[src/logic/video_config.svh]
`ifndef VIDEO_CONFIG_SVH
`define VIDEO_CONFIG_SVH

//////////////////////////////////////////////////
// Horizontal timing, in pixels
//////////////////////////////////////////////////
`define H_TOTAL         800
`define H_ACTIVE        640
`define H_SYNC_START    656
`define H_SYNC_LEN      96

//////////////////////////////////////////////////
// Vertical timing, in scan lines
//////////////////////////////////////////////////
`define V_TOTAL         525
`define V_ACTIVE        480
`define V_SYNC_START    490
`define V_SYNC_LEN      2

// Text area in doubled lines
`define BORDER_TOP      16
`define BORDER_BOTTOM   216

//////////////////////////////////////////////////
// Memory sizes
//////////////////////////////////////////////////
// Text RAM, 2048 cells of char and colour
`define TRAM_AW         11
// Glyph RAM, 256 glyphs of 8 rows
`define CHRAM_AW        11

`endif

[src/logic/video_pkg.sv]
`include "video_config.svh"

package video_pkg;

    // Destination of a CPU write
    typedef enum logic [1:0] {
        TGT_TEXT    = 2'd0,
        TGT_GLYPH   = 2'd1,
        TGT_PALETTE = 2'd2
    } vid_target_e;

    typedef enum logic {
        COLS_40 = 1'b0,
        COLS_80 = 1'b1
    } col_mode_e;

    // One write from the CPU side
    typedef struct packed {
        vid_target_e          target;
        logic [`TRAM_AW-1:0]  addr;
        logic [15:0]          data;
        logic                 wren;
    } cpu_write_t;

    // Raster position and sync state
    typedef struct packed {
        logic [9:0] hpos;
        logic [7:0] line;       // 255 outside the visible lines
        logic       hsync;
        logic       vsync;
        logic       blank;
        logic       vborder;
        logic       line_start; // Last pixel of each scan line
        logic       vblank;
        logic       newframe;
        logic       oddline;
    } vtiming_t;

    // Text stage result with its sync bits
    typedef struct packed {
        logic [3:0] colidx;
        logic       hsync;
        logic       vsync;
        logic       blank;
        logic       border;
    } text_pixel_t;

endpackage

[src/logic/pixel_output.sv]
module pixel_output (
    input  logic                   vclk,
    input  logic                   rst_n,
    input  video_pkg::vtiming_t    raster,
    input  video_pkg::text_pixel_t text_pix,
    input  video_pkg::cpu_write_t  cpu_wr,
    input  logic [7:0]             irq_line_sel,
    output logic [3:0]             video_r,
    output logic [3:0]             video_g,
    output logic [3:0]             video_b,
    output logic                   video_de,
    output logic                   video_hsync,
    output logic                   video_vsync,
    output logic                   video_newframe,
    output logic                   irq_line,
    output logic                   irq_vblank
);
    import video_pkg::*;

    logic [11:0] palette [16];
    logic        pal_we;
    logic [3:0]  pal_idx;
    logic [11:0] pal_rgb;
    logic        line_match;
    logic        line_match_q;
    logic        vblank_q;

    //////////////////////////////////////////////////
    // Palette
    //////////////////////////////////////////////////
    assign pal_we = cpu_wr.wren && (cpu_wr.target == TGT_PALETTE);

    // Entry layout is R in bits 11..8, then G, then B
    always_ff @(posedge vclk) begin
        if (pal_we) begin
            palette[cpu_wr.addr[3:0]] <= cpu_wr.data[11:0];
        end
    end

    // Border is always entry 0
    assign pal_idx = text_pix.border ? 4'd0 : text_pix.colidx;
    assign pal_rgb = palette[pal_idx];

    //////////////////////////////////////////////////
    // Output registers
    //////////////////////////////////////////////////
    always_ff @(posedge vclk) begin
        if (!rst_n) begin
            video_r     <= '0;
            video_g     <= '0;
            video_b     <= '0;
            video_de    <= 1'b0;
            video_hsync <= 1'b0;
            video_vsync <= 1'b0;
        end else begin
            if (text_pix.blank) begin
                video_r  <= '0;
                video_g  <= '0;
                video_b  <= '0;
                video_de <= 1'b0;
            end else begin
                video_r  <= pal_rgb[11:8];
                video_g  <= pal_rgb[7:4];
                video_b  <= pal_rgb[3:0];
                video_de <= 1'b1;
            end
            video_hsync <= text_pix.hsync;
            video_vsync <= text_pix.vsync;
        end
    end

    //////////////////////////////////////////////////
    // Interrupt pulses
    //////////////////////////////////////////////////
    assign line_match = (raster.line == irq_line_sel);

    always_ff @(posedge vclk) begin
        if (!rst_n) begin
            line_match_q   <= 1'b0;
            vblank_q       <= 1'b0;
            irq_line       <= 1'b0;
            irq_vblank     <= 1'b0;
            video_newframe <= 1'b0;
        end else begin
            line_match_q   <= line_match;
            vblank_q       <= raster.vblank;
            // Rising edges only
            irq_line       <= line_match && !line_match_q;
            irq_vblank     <= raster.vblank && !vblank_q;
            video_newframe <= raster.newframe;
        end
    end

    // Active video ends before the sync pulse starts
    a_de_not_in_hsync: assert property (
        @(posedge vclk) disable iff (!rst_n)
        !(video_de && video_hsync)
    );

endmodule

[config.mk]
export PLATFORM = sky130hd
export DESIGN_NAME = pixel_output
export DESIGN_NICKNAME = d
export VERILOG_FILES = /design/src/logic/video_pkg.sv /design/src/logic/pixel_output.sv
export VERILOG_INCLUDE_DIRS = /design/src /design/src/logic
export SDC_FILE = /design/constraint.sdc
export NUM_CORES = 1
export LEC_CHECK = 0
export ABC_AREA = 1
export BUFFER_PORTS_ARGS = -buffer_cell sky130_fd_sc_hd__buf_2
export CORE_ASPECT_RATIO = 0.6
export CORE_MARGIN = 3
export CORE_UTILIZATION = 53
export CTS_CLUSTER_SIZE = 28
export DETAILED_ROUTE_END_ITERATION = 10
export PLACE_DENSITY_LB_ADDON = 0.15
export SYNTH_ARGS = -nofsm -noshare
export SYNTH_HDL_FRONTEND = slang
export SYNTH_SLANG_ARGS = --single-unit
[constraint.sdc]
create_clock -name vclk -period 1.4 [get_ports vclk]
set_input_delay 0.14 -clock vclk [delete_from_list [all_inputs] [get_ports vclk]]
set_output_delay 0.14 -clock vclk [all_outputs]
set_load 0.03 [all_outputs]
==> flow_metrics.tcl <==
set metrics [dict create \
    outcome "complete, no violations" \
    io_pins 92 \
    syn_area_sq_mm 0.00892 \
    start_util_pct 54.5 \
    drt_iter0_drc 754 \
    synth-seq-area-share_pct 69.2 \
    finalMaxSlewViolations 0 \
    dp_hpwl_mm 14.6 \
    cts_buffers 20 \
    synth_top_family_by_area "simple AND/OR/NAND/NOR gates" \
    numPortBuffers 64 \
    fin_crit_sh_pct 86.1 \
    hold_path.class "input pin to flop" \
    max_slew_margin_pct 63.4 \
    die-height_um 106 \
    drc 0 \
    synth_seq_cells 212 \
    power_density_mw_per_mm2 1260 \
    ant_nets 0 \
    clk_path_buf_depth 3 \
    path_buf_inv 1 \
    arrival_ns 1.07 \
    drive_gt1_share_pct 15.7 \
    skew_ns 0.00908 \
    critPathRequiredTime_ns 1.26 \
    crit_slowest_cell "dfxtp_1" \
    place_congestion 0.875 \
    synth-simple-area-share_pct 20.3 \
    leakagePower_nw 4.65 \
    critPathKind "flop to output pin" \
    tritoncts "yes" \
    routed_via_density 5.16 \
    setup_viol 0 \
    chipWidth_um 173 \
    max_stage_delay_ns 0.36 \
    grt_usage_pct 23.6 \
    ys_warn_count 0 \
    grt_start_max_net_pins 41 \
    overflow 0 \
    antenna_cells 0 \
    clk_pin_slew_ns 0.06 \
    final.setup.tns_ns 0 \
    cts.sink_count 212 \
    setup_ws_ns 0.194 \
    postSynthCellCount 864 \
    antenna_found_initial 0 \
    clk-insertion-delay-late_ns 0.49 \
    dp_slack_ns -0.178 \
    num_vias 6301 \
    syn_to_final_growth_pct 19.9 \
    finalHoldViolations 0 \
    cpLargestDelayFamily "flip-flops" \
    cp_max_fo 1 \
    grt_pass1_wl_mm 33.2 \
    synth-compound-area-share_pct 1.59 \
    synth_xor_area_share_pct 0.393 \
    path_cells "buf_2" \
    ir_drop_uv 1080 \
    cap_violations 0 \
    finalCriticalPeriod_ns 1.21 \
    synth_nets 938 \
    fin_nets 1054 \
    worst_setup_path_end_kind "output pin" \
    placeableCoreArea_sq_mm 0.0164 \
    rsz0062_at_grt "false" \
    fillers 1237 \
    ys_types 22 \
    synth_mux_area_share_pct 0 \
    synth.avg_cell_area_sq_um 10.3 \
    root_buffer "clkbuf_16" \
    cts_max_level 1 \
    grt_pass1_vias 5849 \
    first_pass_iters 5 \
    routed_wl_mm 21.8 \
    max_slew.worst_pin.slew_ns 0.549 \
    clock.fmax_mhz 829 \
    synth_fa_ha_area_share_pct 0 \
    dieArea_sq_mm 0.0185 \
    rows 36 \
    wl_per_cell_um 17.8 \
    cp-start-kind "flop" \
]
[metrics by stage]
stage / std cells / utilization, % / hold WS [ns] / power [mW] / cell area (sq um)
floorplan: 864 / - / 0.223 / 7.61 / 8920
global placement: 1176 / 60.7 / 0.313 / 8.05 / 9930
detailed placement: 1176 / 60.7 / 0.315 / 8.07 / 9930
CTS: 1222 / 65.4 / 0.0206 / 13.6 / 10700
global route: 1222 / 65.4 / 0.0451 / 13.9 / 10700
finish: 1222 / 65.4 / 0.0318 / 13.5 / 10700
[cell type report]
| type | instances | area [sq um] | area share [%] |
|---|---|---|---|
| inverter | 151 | 567 | 5.30 |
| multi-input combinational | 463 | 1990 | 18.6 |
| clock inverter | 4 | 70.1 | 0.655 |
| sequential | 212 | 6170 | 57.7 |
| timing repair buffer | 132 | 1020 | 9.52 |
| tap | 228 | 285 | 2.67 |
| clock buffer | 32 | 597 | 5.58 |
[cells by family after synthesis]
family / count (synthesis)
buffers and inverters: 189
AO/OA/AOI/OAI: 27
XOR/XNOR: 4
AND/OR/NAND/NOR: 432
flip-flops: 212
[path summary, 6_finish.rpt]
| kind | startpoint | end | slack (ns) | cells past startpoint |
|---|---|---|---|---|
| worst max-delay path | video_b[0] | video_b[0] | 0.19 | 1 |
| worst min-delay path | raster[10] | line_match_q | 0.03 | 5 |
| worst max register to register | palette[2][1] | video_b[1] | 0.28 | 6 |
| worst min register to register | vblank_q | irq_vblank | 0.38 | 1 |
[cells in the final DEF, fill, tap and decap left out, types with 13 or more instances in the layout]
master     netlist  routed
nand3_1        137     137
buf_12           0      13
inv_1          149     149
nor2_1         120     120
dfxtp_1         20      20
nand2_1        171     171
buf_2           23      64
buf_4            4      45
clkbuf_16        0      21
a21oi_1         13      13
edfxtp_1       192     192
[synth_stat cells, drive strengths merged]
cell type	number	area share, %
a21oi	13	0.73
buf	31	1.9
clkbuf	7	0.29
dfxtp	20	4.5
edfxtp	192	65
inv	151	6.4
nand2	174	7.5
nand3	137	7.7
nor2	121	5.2
o211ai	1	0.084
o21ai	12	0.67
o221ai	1	0.098
xnor2	3	0.29
xor2	1	0.098
[flip-flops by register name, indices dropped and copies added (netlist names), 4 cells and up]
signal	cells
palette	192
video_b	4
video_g	4
video_r	4
[power breakdown]
group	leakage [nW]	total (mW)	internal, mW	switching (mW)
Clock	0.326	5.53	3.29	2.23
Sequential	1.89	6.98	6.96	0.0193
Combinational	2.43	0.988	0.342	0.646
[per-layer routing]
metal  global-route usage [%]  share of wire [%]  vias to the layer above  wire length (um)
met5                        0                  0                        -                 0
met4                     6.18                2.0                        0               441
met3                     4.50                9.6                       44              2090
met2                     35.5                 44                      294              9590
met1                     35.6                 44                     2940              9690
li1                         -                  -                     3023                 -
[what timing repair did]
| item | 4_1_cts | 5_1_grt |
|---|---|---|
| gates resized for setup | 0 | 0 |
| endpoints found under the hold margin | 6 | 0 |
| hold buffers | 10 | 0 |
| setup buffers | 0 | 0 |
No activity file was read; power rests on OpenSTA's default activity.
