**src/logic/video_config.svh**
```systemverilog
`ifndef VIDEO_CONFIG_SVH
`define VIDEO_CONFIG_SVH

//////////////////////////////////////////////////
// Horizontal timing, in pixels
//////////////////////////////////////////////////
`define H_TOTAL         800
`define H_ACTIVE        640
`define H_SYNC_START    656
`define H_SYNC_LEN      96

//////////////////////////////////////////////////
// Vertical timing, in scan lines
//////////////////////////////////////////////////
`define V_TOTAL         525
`define V_ACTIVE        480
`define V_SYNC_START    490
`define V_SYNC_LEN      2

// Text area in doubled lines
`define BORDER_TOP      16
`define BORDER_BOTTOM   216

//////////////////////////////////////////////////
// Memory sizes
//////////////////////////////////////////////////
// Text RAM, 2048 cells of char and colour
`define TRAM_AW         11
// Glyph RAM, 256 glyphs of 8 rows
`define CHRAM_AW        11

`endif

```
**src/logic/video_pkg.sv**
```systemverilog
`include "video_config.svh"

package video_pkg;

    // Destination of a CPU write
    typedef enum logic [1:0] {
        TGT_TEXT    = 2'd0,
        TGT_GLYPH   = 2'd1,
        TGT_PALETTE = 2'd2
    } vid_target_e;

    typedef enum logic {
        COLS_40 = 1'b0,
        COLS_80 = 1'b1
    } col_mode_e;

    // One write from the CPU side
    typedef struct packed {
        vid_target_e          target;
        logic [`TRAM_AW-1:0]  addr;
        logic [15:0]          data;
        logic                 wren;
    } cpu_write_t;

    // Raster position and sync state
    typedef struct packed {
        logic [9:0] hpos;
        logic [7:0] line;       // 255 outside the visible lines
        logic       hsync;
        logic       vsync;
        logic       blank;
        logic       vborder;
        logic       line_start; // Last pixel of each scan line
        logic       vblank;
        logic       newframe;
        logic       oddline;
    } vtiming_t;

    // Text stage result with its sync bits
    typedef struct packed {
        logic [3:0] colidx;
        logic       hsync;
        logic       vsync;
        logic       blank;
        logic       border;
    } text_pixel_t;

endpackage

```
**src/logic/video_timing.sv**
```systemverilog
`include "video_config.svh"

module video_timing (
    input  logic                vclk,
    input  logic                rst_n,
    output video_pkg::vtiming_t raster
);
    import video_pkg::*;

    localparam logic [9:0] H_LAST   = 10'(`H_TOTAL - 1);
    localparam logic [9:0] V_LAST   = 10'(`V_TOTAL - 1);
    localparam logic [9:0] H_ACT    = 10'(`H_ACTIVE);
    localparam logic [9:0] V_ACT    = 10'(`V_ACTIVE);
    localparam logic [9:0] HS_START = 10'(`H_SYNC_START);
    localparam logic [9:0] HS_END   = 10'(`H_SYNC_START + `H_SYNC_LEN);
    localparam logic [9:0] VS_START = 10'(`V_SYNC_START);
    localparam logic [9:0] VS_END   = 10'(`V_SYNC_START + `V_SYNC_LEN);
    localparam logic [7:0] B_TOP    = 8'(`BORDER_TOP);
    localparam logic [7:0] B_BOT    = 8'(`BORDER_BOTTOM);

    logic [9:0] h_cnt;
    logic [9:0] v_cnt;
    logic [7:0] line_d;
    vtiming_t   raster_d;

    //////////////////////////////////////////////////
    // Pixel and line counters
    //////////////////////////////////////////////////
    always_ff @(posedge vclk) begin
        if (!rst_n) begin
            h_cnt <= '0;
            v_cnt <= '0;
        end else if (h_cnt == H_LAST) begin
            h_cnt <= '0;
            v_cnt <= (v_cnt == V_LAST) ? 10'd0 : v_cnt + 10'd1;
        end else begin
            h_cnt <= h_cnt + 10'd1;
        end
    end

    //////////////////////////////////////////////////
    // Position decode
    //////////////////////////////////////////////////
    always_comb begin
        // Two scan lines per text line
        line_d = (v_cnt >= V_ACT) ? 8'hff : v_cnt[8:1];

        raster_d.hpos       = h_cnt;
        raster_d.line       = line_d;
        raster_d.hsync      = (h_cnt >= HS_START) && (h_cnt < HS_END);
        raster_d.vsync      = (v_cnt >= VS_START) && (v_cnt < VS_END);
        raster_d.blank      = (h_cnt >= H_ACT) || (v_cnt >= V_ACT);
        raster_d.vborder    = (line_d < B_TOP) || (line_d >= B_BOT);
        raster_d.line_start = (h_cnt == H_LAST);
        raster_d.vblank     = (v_cnt >= V_ACT);
        raster_d.newframe   = (h_cnt == 10'd0) && (v_cnt == 10'd0);
        raster_d.oddline    = v_cnt[0];
    end

    // All raster fields leave on a register
    always_ff @(posedge vclk) begin
        if (!rst_n) begin
            raster <= '0;
        end else begin
            raster <= raster_d;
        end
    end

    // Decoded position stays inside the line
    a_hpos_range: assert property (
        @(posedge vclk) disable iff (!rst_n)
        raster.hpos <= H_LAST
    );

endmodule

```
**config.mk**
```make
export PLATFORM = sky130hd
export DESIGN_NAME = video_timing
export DESIGN_NICKNAME = d
export VERILOG_FILES = /design/src/logic/video_pkg.sv /design/src/logic/video_timing.sv
export VERILOG_INCLUDE_DIRS = /design/src /design/src/logic
export SDC_FILE = /design/constraint.sdc
export NUM_CORES = 1
export LEC_CHECK = 0
export ABC_AREA = 1
export CAP_MARGIN = 20
export CORE_MARGIN = 5
export CORE_UTILIZATION = 55
export CTS_CLUSTER_SIZE = 10
export DETAILED_ROUTE_END_ITERATION = 6
export DONT_BUFFER_PORTS = 1
export GPL_TIMING_DRIVEN = 0
export PLACE_DENSITY = 0.81
export SKIP_LAST_GASP = 1
export SYNTH_ARGS = -nofsm -noshare
export SYNTH_HDL_FRONTEND = slang
export SYNTH_SLANG_ARGS = --single-unit
```
**constraint.sdc**
```tcl
create_clock -name vclk -period 2.1 [get_ports vclk]
set_input_delay 0.21 -clock vclk [delete_from_list [all_inputs] [get_ports vclk]]
set_output_delay 0.21 -clock vclk [all_outputs]
set_load 0.01 [all_outputs]
```
==> results of run 1 <==
registers in the layout, summed over array words and instances, names as in the netlist:
name	cells
v_cnt	10
h_cnt	10
raster	26
final cells by class:
class	count	area (µm²)	share of cell area, %
inverters	35	131	6.43
multi-input cells	160	846	41.4
well taps	46	57.6	2.82
clock buffers	5	37.5	1.84
flip-flops and latches	46	921	45.1
clock inverters	2	10.0	0.490
plain buffers	7	38.8	1.90
report_power, final:
part	switching, mW	internal, mW	total [mW]	leakage [nW]
sequential	0.0141	0.883	0.897	0.372
clock	0.267	0.121	0.387	0.0308
combinational	0.0251	0.0127	0.0379	0.458
total	0.306	1.02	1.32	0.861
cells in the mapped netlist:
cell / n / area (µm²)
nand2_1: 58 / 218
dfxtp_1: 46 / 921
inv_1: 34 / 128
nor2_1: 22 / 82.6
a21oi_1: 15 / 75.1
nand3_1: 13 / 65.1
o21ai_0: 7 / 35.0
nand4_1: 6 / 37.5
nor3_1: 6 / 30.0
ha_1: 5 / 62.6
xor2_1: 5 / 43.8
nor2_2: 4 / 25.0
buf_2: 3 / 15.0
nor2_4: 3 / 33.8
nor4_1: 3 / 18.8
o21a_1: 3 / 22.5
clkbuf_1: 2 / 7.51
nand2_2: 2 / 12.5
o21ai_2: 2 / 17.5
and3_1: 1 / 6.26
buf_6: 1 / 11.3
clkbuf_2: 1 / 5.00
inv_2: 1 / 3.75
nand3b_1: 1 / 7.51
nand4_4: 1 / 21.3
nor3_4: 1 / 16.3
o2111ai_1: 1 / 8.76
or2_2: 1 / 6.26
logic make-up after synthesis:
| family | Yosys count | share of synthesized area [%] |
|---|---|---|
| adder cells (fa/ha/maj) | 5 | 3.23 |
| flip-flops | 46 | 47.5 |
| XOR/XNOR | 5 | 2.26 |
| buffers and inverters | 42 | 8.78 |
| AND/OR/NAND/NOR | 122 | 30.0 |
| AO/OA/AOI/OAI | 28 | 8.20 |
layer usage:
layer / vias to the layer above / GRT usage, %
li1: 797 / -
met1: 694 / 22.6
met2: 57 / 23.9
met3: 8 / 5.51
met4: 0 / 6.94
met5: - / 0
worst reg2reg max path, cell delays in order (launching register included):
cell	delay [ns]
dfxtp_1	0.50
ha_1	0.24
nand2_2	0.08
nor2_4	0.15
nand4_4	0.20
nand2_2	0.16
buf_6	0.15
a21oi_1	0.05
per-stage QoR:
step                cells  power, mW  hold WS, ns  area [µm²]
floorplan             248      0.944        0.445        1940
global placement      294      0.953        0.471        1990
detailed placement    294      0.955        0.490        1990
CTS                   301       1.33        0.167        2040
global route          301       1.39        0.155        2040
finish                301       1.32        0.184        2040
worst max path at each step:
stage,startpoint,endpoint,slack [ns],depth (start not counted)
2_1_floorplan,h_cnt[0]$_SDFF_PP0_,h_cnt[5]$_SDFF_PP0_,0.73,7
3_3_place_gp,h_cnt[0]$_SDFF_PP0_,h_cnt[5]$_SDFF_PP0_,0.54,7
3_5_place_dp,h_cnt[0]$_SDFF_PP0_,v_cnt[1]$_SDFFE_PN0P_,0.49,7
4_1_cts,h_cnt[0]$_SDFF_PP0_,h_cnt[6]$_SDFF_PP0_,0.48,7
5_1_grt,v_cnt[0]$_SDFFE_PN0P_,v_cnt[3]$_SDFFE_PN0P_,0.35,9
6_report,h_cnt[0]$_SDFF_PP0_,h_cnt[4]$_SDFF_PP0_,0.48,7
==> metrics.txt, run 1 <==
final period utilization=77.0%; Sink Count=46; final setup vio count=0; Crit path largest cell delay=0.50 ns; # Post-CTS Setup Buffers=0; unrepaired setup endpoints after global routing=false; Worst Hold End=h_cnt[2]$_SDFF_PP0_; initial antenna violation count=0; Max-cap violations=0; Worst EP required=2.36 ns; R2R depth=7; highest metal used=met4; metal2 WL=1.62 mm; sequential-to-total area share from yosys stat=47.5%; CP delay by family, top=simple AND/OR/NAND/NOR gates; worst hold stages=3; CP max FO=10; Peak VDD IR=0.000285 V; clock latency at the later pin of the worst-skew pair=0.36 ns; Top Ports=28; crit-path most repeated cell=nand2_2; final hold vios=0; DR WL/cell=12.5 µm; Initial Util=57.6%; crit path DAT=1.87 ns; Max-Slew Margin vs Limit=69.6%; most common cell after layout, fill and taps aside=nand2_1; root buffer cell=clkbuf_4; H-tree levels=2; Layout Utilization=60.7%; Sum Neg Setup Slack=0 ns; Synth cell types=28; full die area=4810 µm²; Initial DRT Pass Iterations=5; Tmin final=1.62 ns; syn nets=255; hold path startpoint=rst_n; CP Launch Type=flip-flop; vias in the first global route=1365; Syn Area/Cell=7.81 µm²; hold_buf cts=0; flop2flop setup slack=0.48 ns; total grt overflow=0; core area=3360 µm²; Hold/Removal Path Class=in -> reg; most frequent cells in the layout=nand2_1, dfxtp_1, inv_1, nor2_1, a21oi_1; crit end category=flip-flop; mapped cell area=1940 µm²; WL met3=344 µm; Post-Route WL=3.77 mm; Post-CTS Resized=0; ANT nets after route=0; FF-to-FF End=h_cnt[4]$_SDFF_PP0_; first-pass GRT wire length=6.47 mm; dpl ws=0.488 ns; CP max-delay cell=dfxtp_1; Power Dens Cells=648 nW/µm²; # DRC=0; LEAKAGE=0.861 nW; status=completed; final worst slack=0.483 ns; diode count=0; RR Startpoint=h_cnt[0]$_SDFF_PP0_; Rows=21; Inserted Clock Buffers=5; Ys Warns=0; Yosys reg bits=46; Die W=69.3 µm; Post-DP HPWL=2.85 mm; Crit Path Category=reg -> reg; Cells after Synth=248; Clk pin slew, worst setup/hold paths=0.12 ns; Final Wtd Congestion=0.842; First DRT Iteration DRCs=164; largest net degree at the start of global routing=14; FILL cells=305; Layout Area Growth over Synthesis=5.43%; TritonCTS clock tree=done; GRT Total Usage=16.6%; port bufs=0; nets=262; Worst Path Buf+Inv=1; f_max=0.619 GHz; via count=1556; Max Slew Vio Count=0; share of post-route cells with drive strength above 1=10.6%; die height=69.3 µm; Final Skew=0.00979 ns; Metal-1 WL=1.73 mm; DR vias/cell=5.17; Longest Clk Path Bufs=2; worst path cell trace=ha_1 > nand2_2 > nor2_4 > nand4_4 > nand2_2 > buf_6 > a21oi_1; Least-Margin Pin Slew=0.456 ns
No activity file was read; power rests on OpenSTA's default activity.
==> run 2, diff against run 1 <==
==> constraint.sdc (replaced) <==
create_clock -name vclk -period 1.7 [get_ports vclk]
set_input_delay 0.17 -clock vclk [delete_from_list [all_inputs] [get_ports vclk]]
set_output_delay 0.17 -clock vclk [all_outputs]
set_load 0.01 [all_outputs]
==> run 2 against run 1 <==
Total power is 24% higher. Sequential share of layout area rose by 0.10 points. Global-route usage unchanged. Clock-buffer cell count unchanged. Sequential power rose by 24%. Routed wire length up 0.98%. Non-clock buffer count stayed put. Register-to-register slack worse by 0.33 ns. Hold slack got worse by 0.041 ns. Worst setup slack lost 0.33 ns.
==> metrics.txt, run 2 (synthesis results as in run 1) <==
CP max FO=10 (unchanged); die height=69.3 µm (unchanged); nets=262 (unchanged); Clk pin slew, worst setup/hold paths=0.12 ns (about the same); crit path DAT=1.80 ns (-0.07 ns); Longest Clk Path Bufs=2 (unchanged); Final Skew=0.0151 ns (+0.00527 ns); Post-Route WL=3.81 mm (+0.98%); via count=1573 (+1.1%); clock latency at the later pin of the worst-skew pair=0.36 ns (about the same); final setup vio count=0 (unchanged); worst setup path startpoint=h_cnt[1]$_SDFF_PP0_; Max-cap violations=0 (unchanged); hold path startpoint=rst_n; TritonCTS clock tree=done; core area=3360 µm² (unchanged); Worst EP required=1.96 ns (-0.40 ns); unrepaired setup endpoints after global routing=false; diode count=0 (unchanged); Tmin final=1.55 ns (-0.0713 ns); port bufs=0 (unchanged); crit end category=flip-flop; H-tree levels=2 (unchanged); vias in the first global route=1365 (unchanged); final hold vios=0 (unchanged); total grt overflow=0 (unchanged); Power Dens Cells=800 nW/µm² (+24%); Layout Area Growth over Synthesis=5.62%; largest net degree at the start of global routing=14 (unchanged); CP Launch Type=flip-flop; share of post-route cells with drive strength above 1=11.8% (+1.2 points); max reg flops=26 (unchanged); most common cell after layout, fill and taps aside=nand2_1; Initial DRT Pass Iterations=7 (+2); Final Wtd Congestion=0.842 (unchanged); first-pass GRT wire length=6.47 mm (unchanged); Crit Path Category=reg -> reg; Die W=69.3 µm (unchanged); # Post-CTS Setup Buffers=0 (unchanged); Sum Neg Setup Slack=0 ns (unchanged); Post-DP HPWL=2.85 mm (unchanged); Peak VDD IR=0.000354 V (+24%); biggest regs=raster: 26 flops, h_cnt: 10 flops, v_cnt: 10 flops; most flop-heavy register=raster; f_max=0.647 GHz (+4.6%); hold_buf cts=0 (unchanged); Max-Slew Margin vs Limit=69.5% (-0.14 points); ANT nets after route=0 (unchanged); First DRT Iteration DRCs=162 (-1.2%); Least-Margin Pin Slew=0.458 ns (+0.00204 ns); final period utilization=90.9% (+14 points); FILL cells=304 (-0.33%); root buffer cell=clkbuf_4; Hold/Removal Path Class=in -> reg; most frequent cells in the layout=nand2_1, dfxtp_1, inv_1, nor2_1, a21oi_1; Top Ports=28 (unchanged); Initial Util=57.6% (unchanged); Layout Utilization=60.8% (+0.11 points); DR vias/cell=5.23 (+1.1%); DR WL/cell=12.7 µm (+0.98%); initial antenna violation count=0 (unchanged); Sink Count=46 (unchanged); full die area=4810 µm² (unchanged); # DRC=0 (unchanged); final worst slack=0.155 ns (-0.329 ns); GRT Total Usage=16.6% (unchanged); Rows=21 (unchanged); Inserted Clock Buffers=5 (unchanged); LEAKAGE=0.862 nW (+0.14%); dpl ws=0.0881 ns (-0.400 ns); Max Slew Vio Count=0 (unchanged); status=completed; RR Startpoint=h_cnt[1]$_SDFF_PP0_
[run 2: cell counts in the layout (fill, tap and decap cells not counted)]
No cell type changed its count.
[run 2: metrics by stage]
| step | power, mW | instance area, µm² | cells | hold slack, ns |
|---|---|---|---|---|
| 6_report | 1.64 | 2050 | 301 | 0.143 |
| 5_1_grt | 1.72 | 2050 | 301 | 0.115 |
| 4_1_cts | 1.64 | 2040 | 301 | 0.127 |
| 3_5_place_dp | 1.18 | 1990 | 294 | 0.478 |
| 3_3_place_gp | 1.18 | 1990 | 294 | 0.471 |
| 2_1_floorplan | 1.17 | 1940 | 248 | 0.445 |
[run 2: critical path: stages (launching register included)]
cell,delay [ns]
dfxtp_1,0.44
ha_1,0.22
nand2_2,0.08
nor2_4,0.15
nand4_4,0.19
nand2_2,0.15
buf_6,0.15
a21oi_1,0.05
[run 2: path summary, 6_finish.rpt]
path	to	slack (ns)	cells after the start
max reg2reg	h_cnt[4]$_SDFF_PP0_	0.15	7
min reg2reg	h_cnt[0]$_SDFF_PP0_	0.51	1
min	h_cnt[2]$_SDFF_PP0_	0.14	3
max	h_cnt[4]$_SDFF_PP0_	0.15	7
[run 2: cell type report]
| cell class | count | area (µm²) | share of cell area, % |
|---|---|---|---|
| flip-flops and latches | 46 | 925 | 45.2 |
| clock inverters | 2 | 10.0 | 0.489 |
| multi-input cells | 160 | 846 | 41.3 |
| clock buffers | 5 | 37.5 | 1.83 |
| well taps | 46 | 57.6 | 2.81 |
| inverters | 35 | 131 | 6.42 |
| plain buffers | 7 | 38.8 | 1.90 |
[run 2: power breakdown]
group          total (mW)  switching (mW)  internal [mW]
clock               0.481           0.332          0.149
sequential           1.11          0.0176           1.09
combinational      0.0471          0.0314         0.0158
total                1.64           0.381           1.26
[run 2: per-layer routing]
| layer | up-vias | global-route usage, % | wire length, µm |
|---|---|---|---|
| li1 | 795 | - | - |
| met1 | 705 | 22.6 | 1760 |
| met2 | 67 | 23.9 | 1670 |
| met3 | 6 | 5.51 | 317 |
| met4 | 0 | 6.94 | 65 |
| met5 | - | 0 | 0 |
[run 2: timing repair]
| action | CTS | global route |
|---|---|---|
| hold endpoints to repair | 0 | 0 |
| setup endpoints to repair | 0 | 12 |
| gates resized for setup | 0 | 3 |
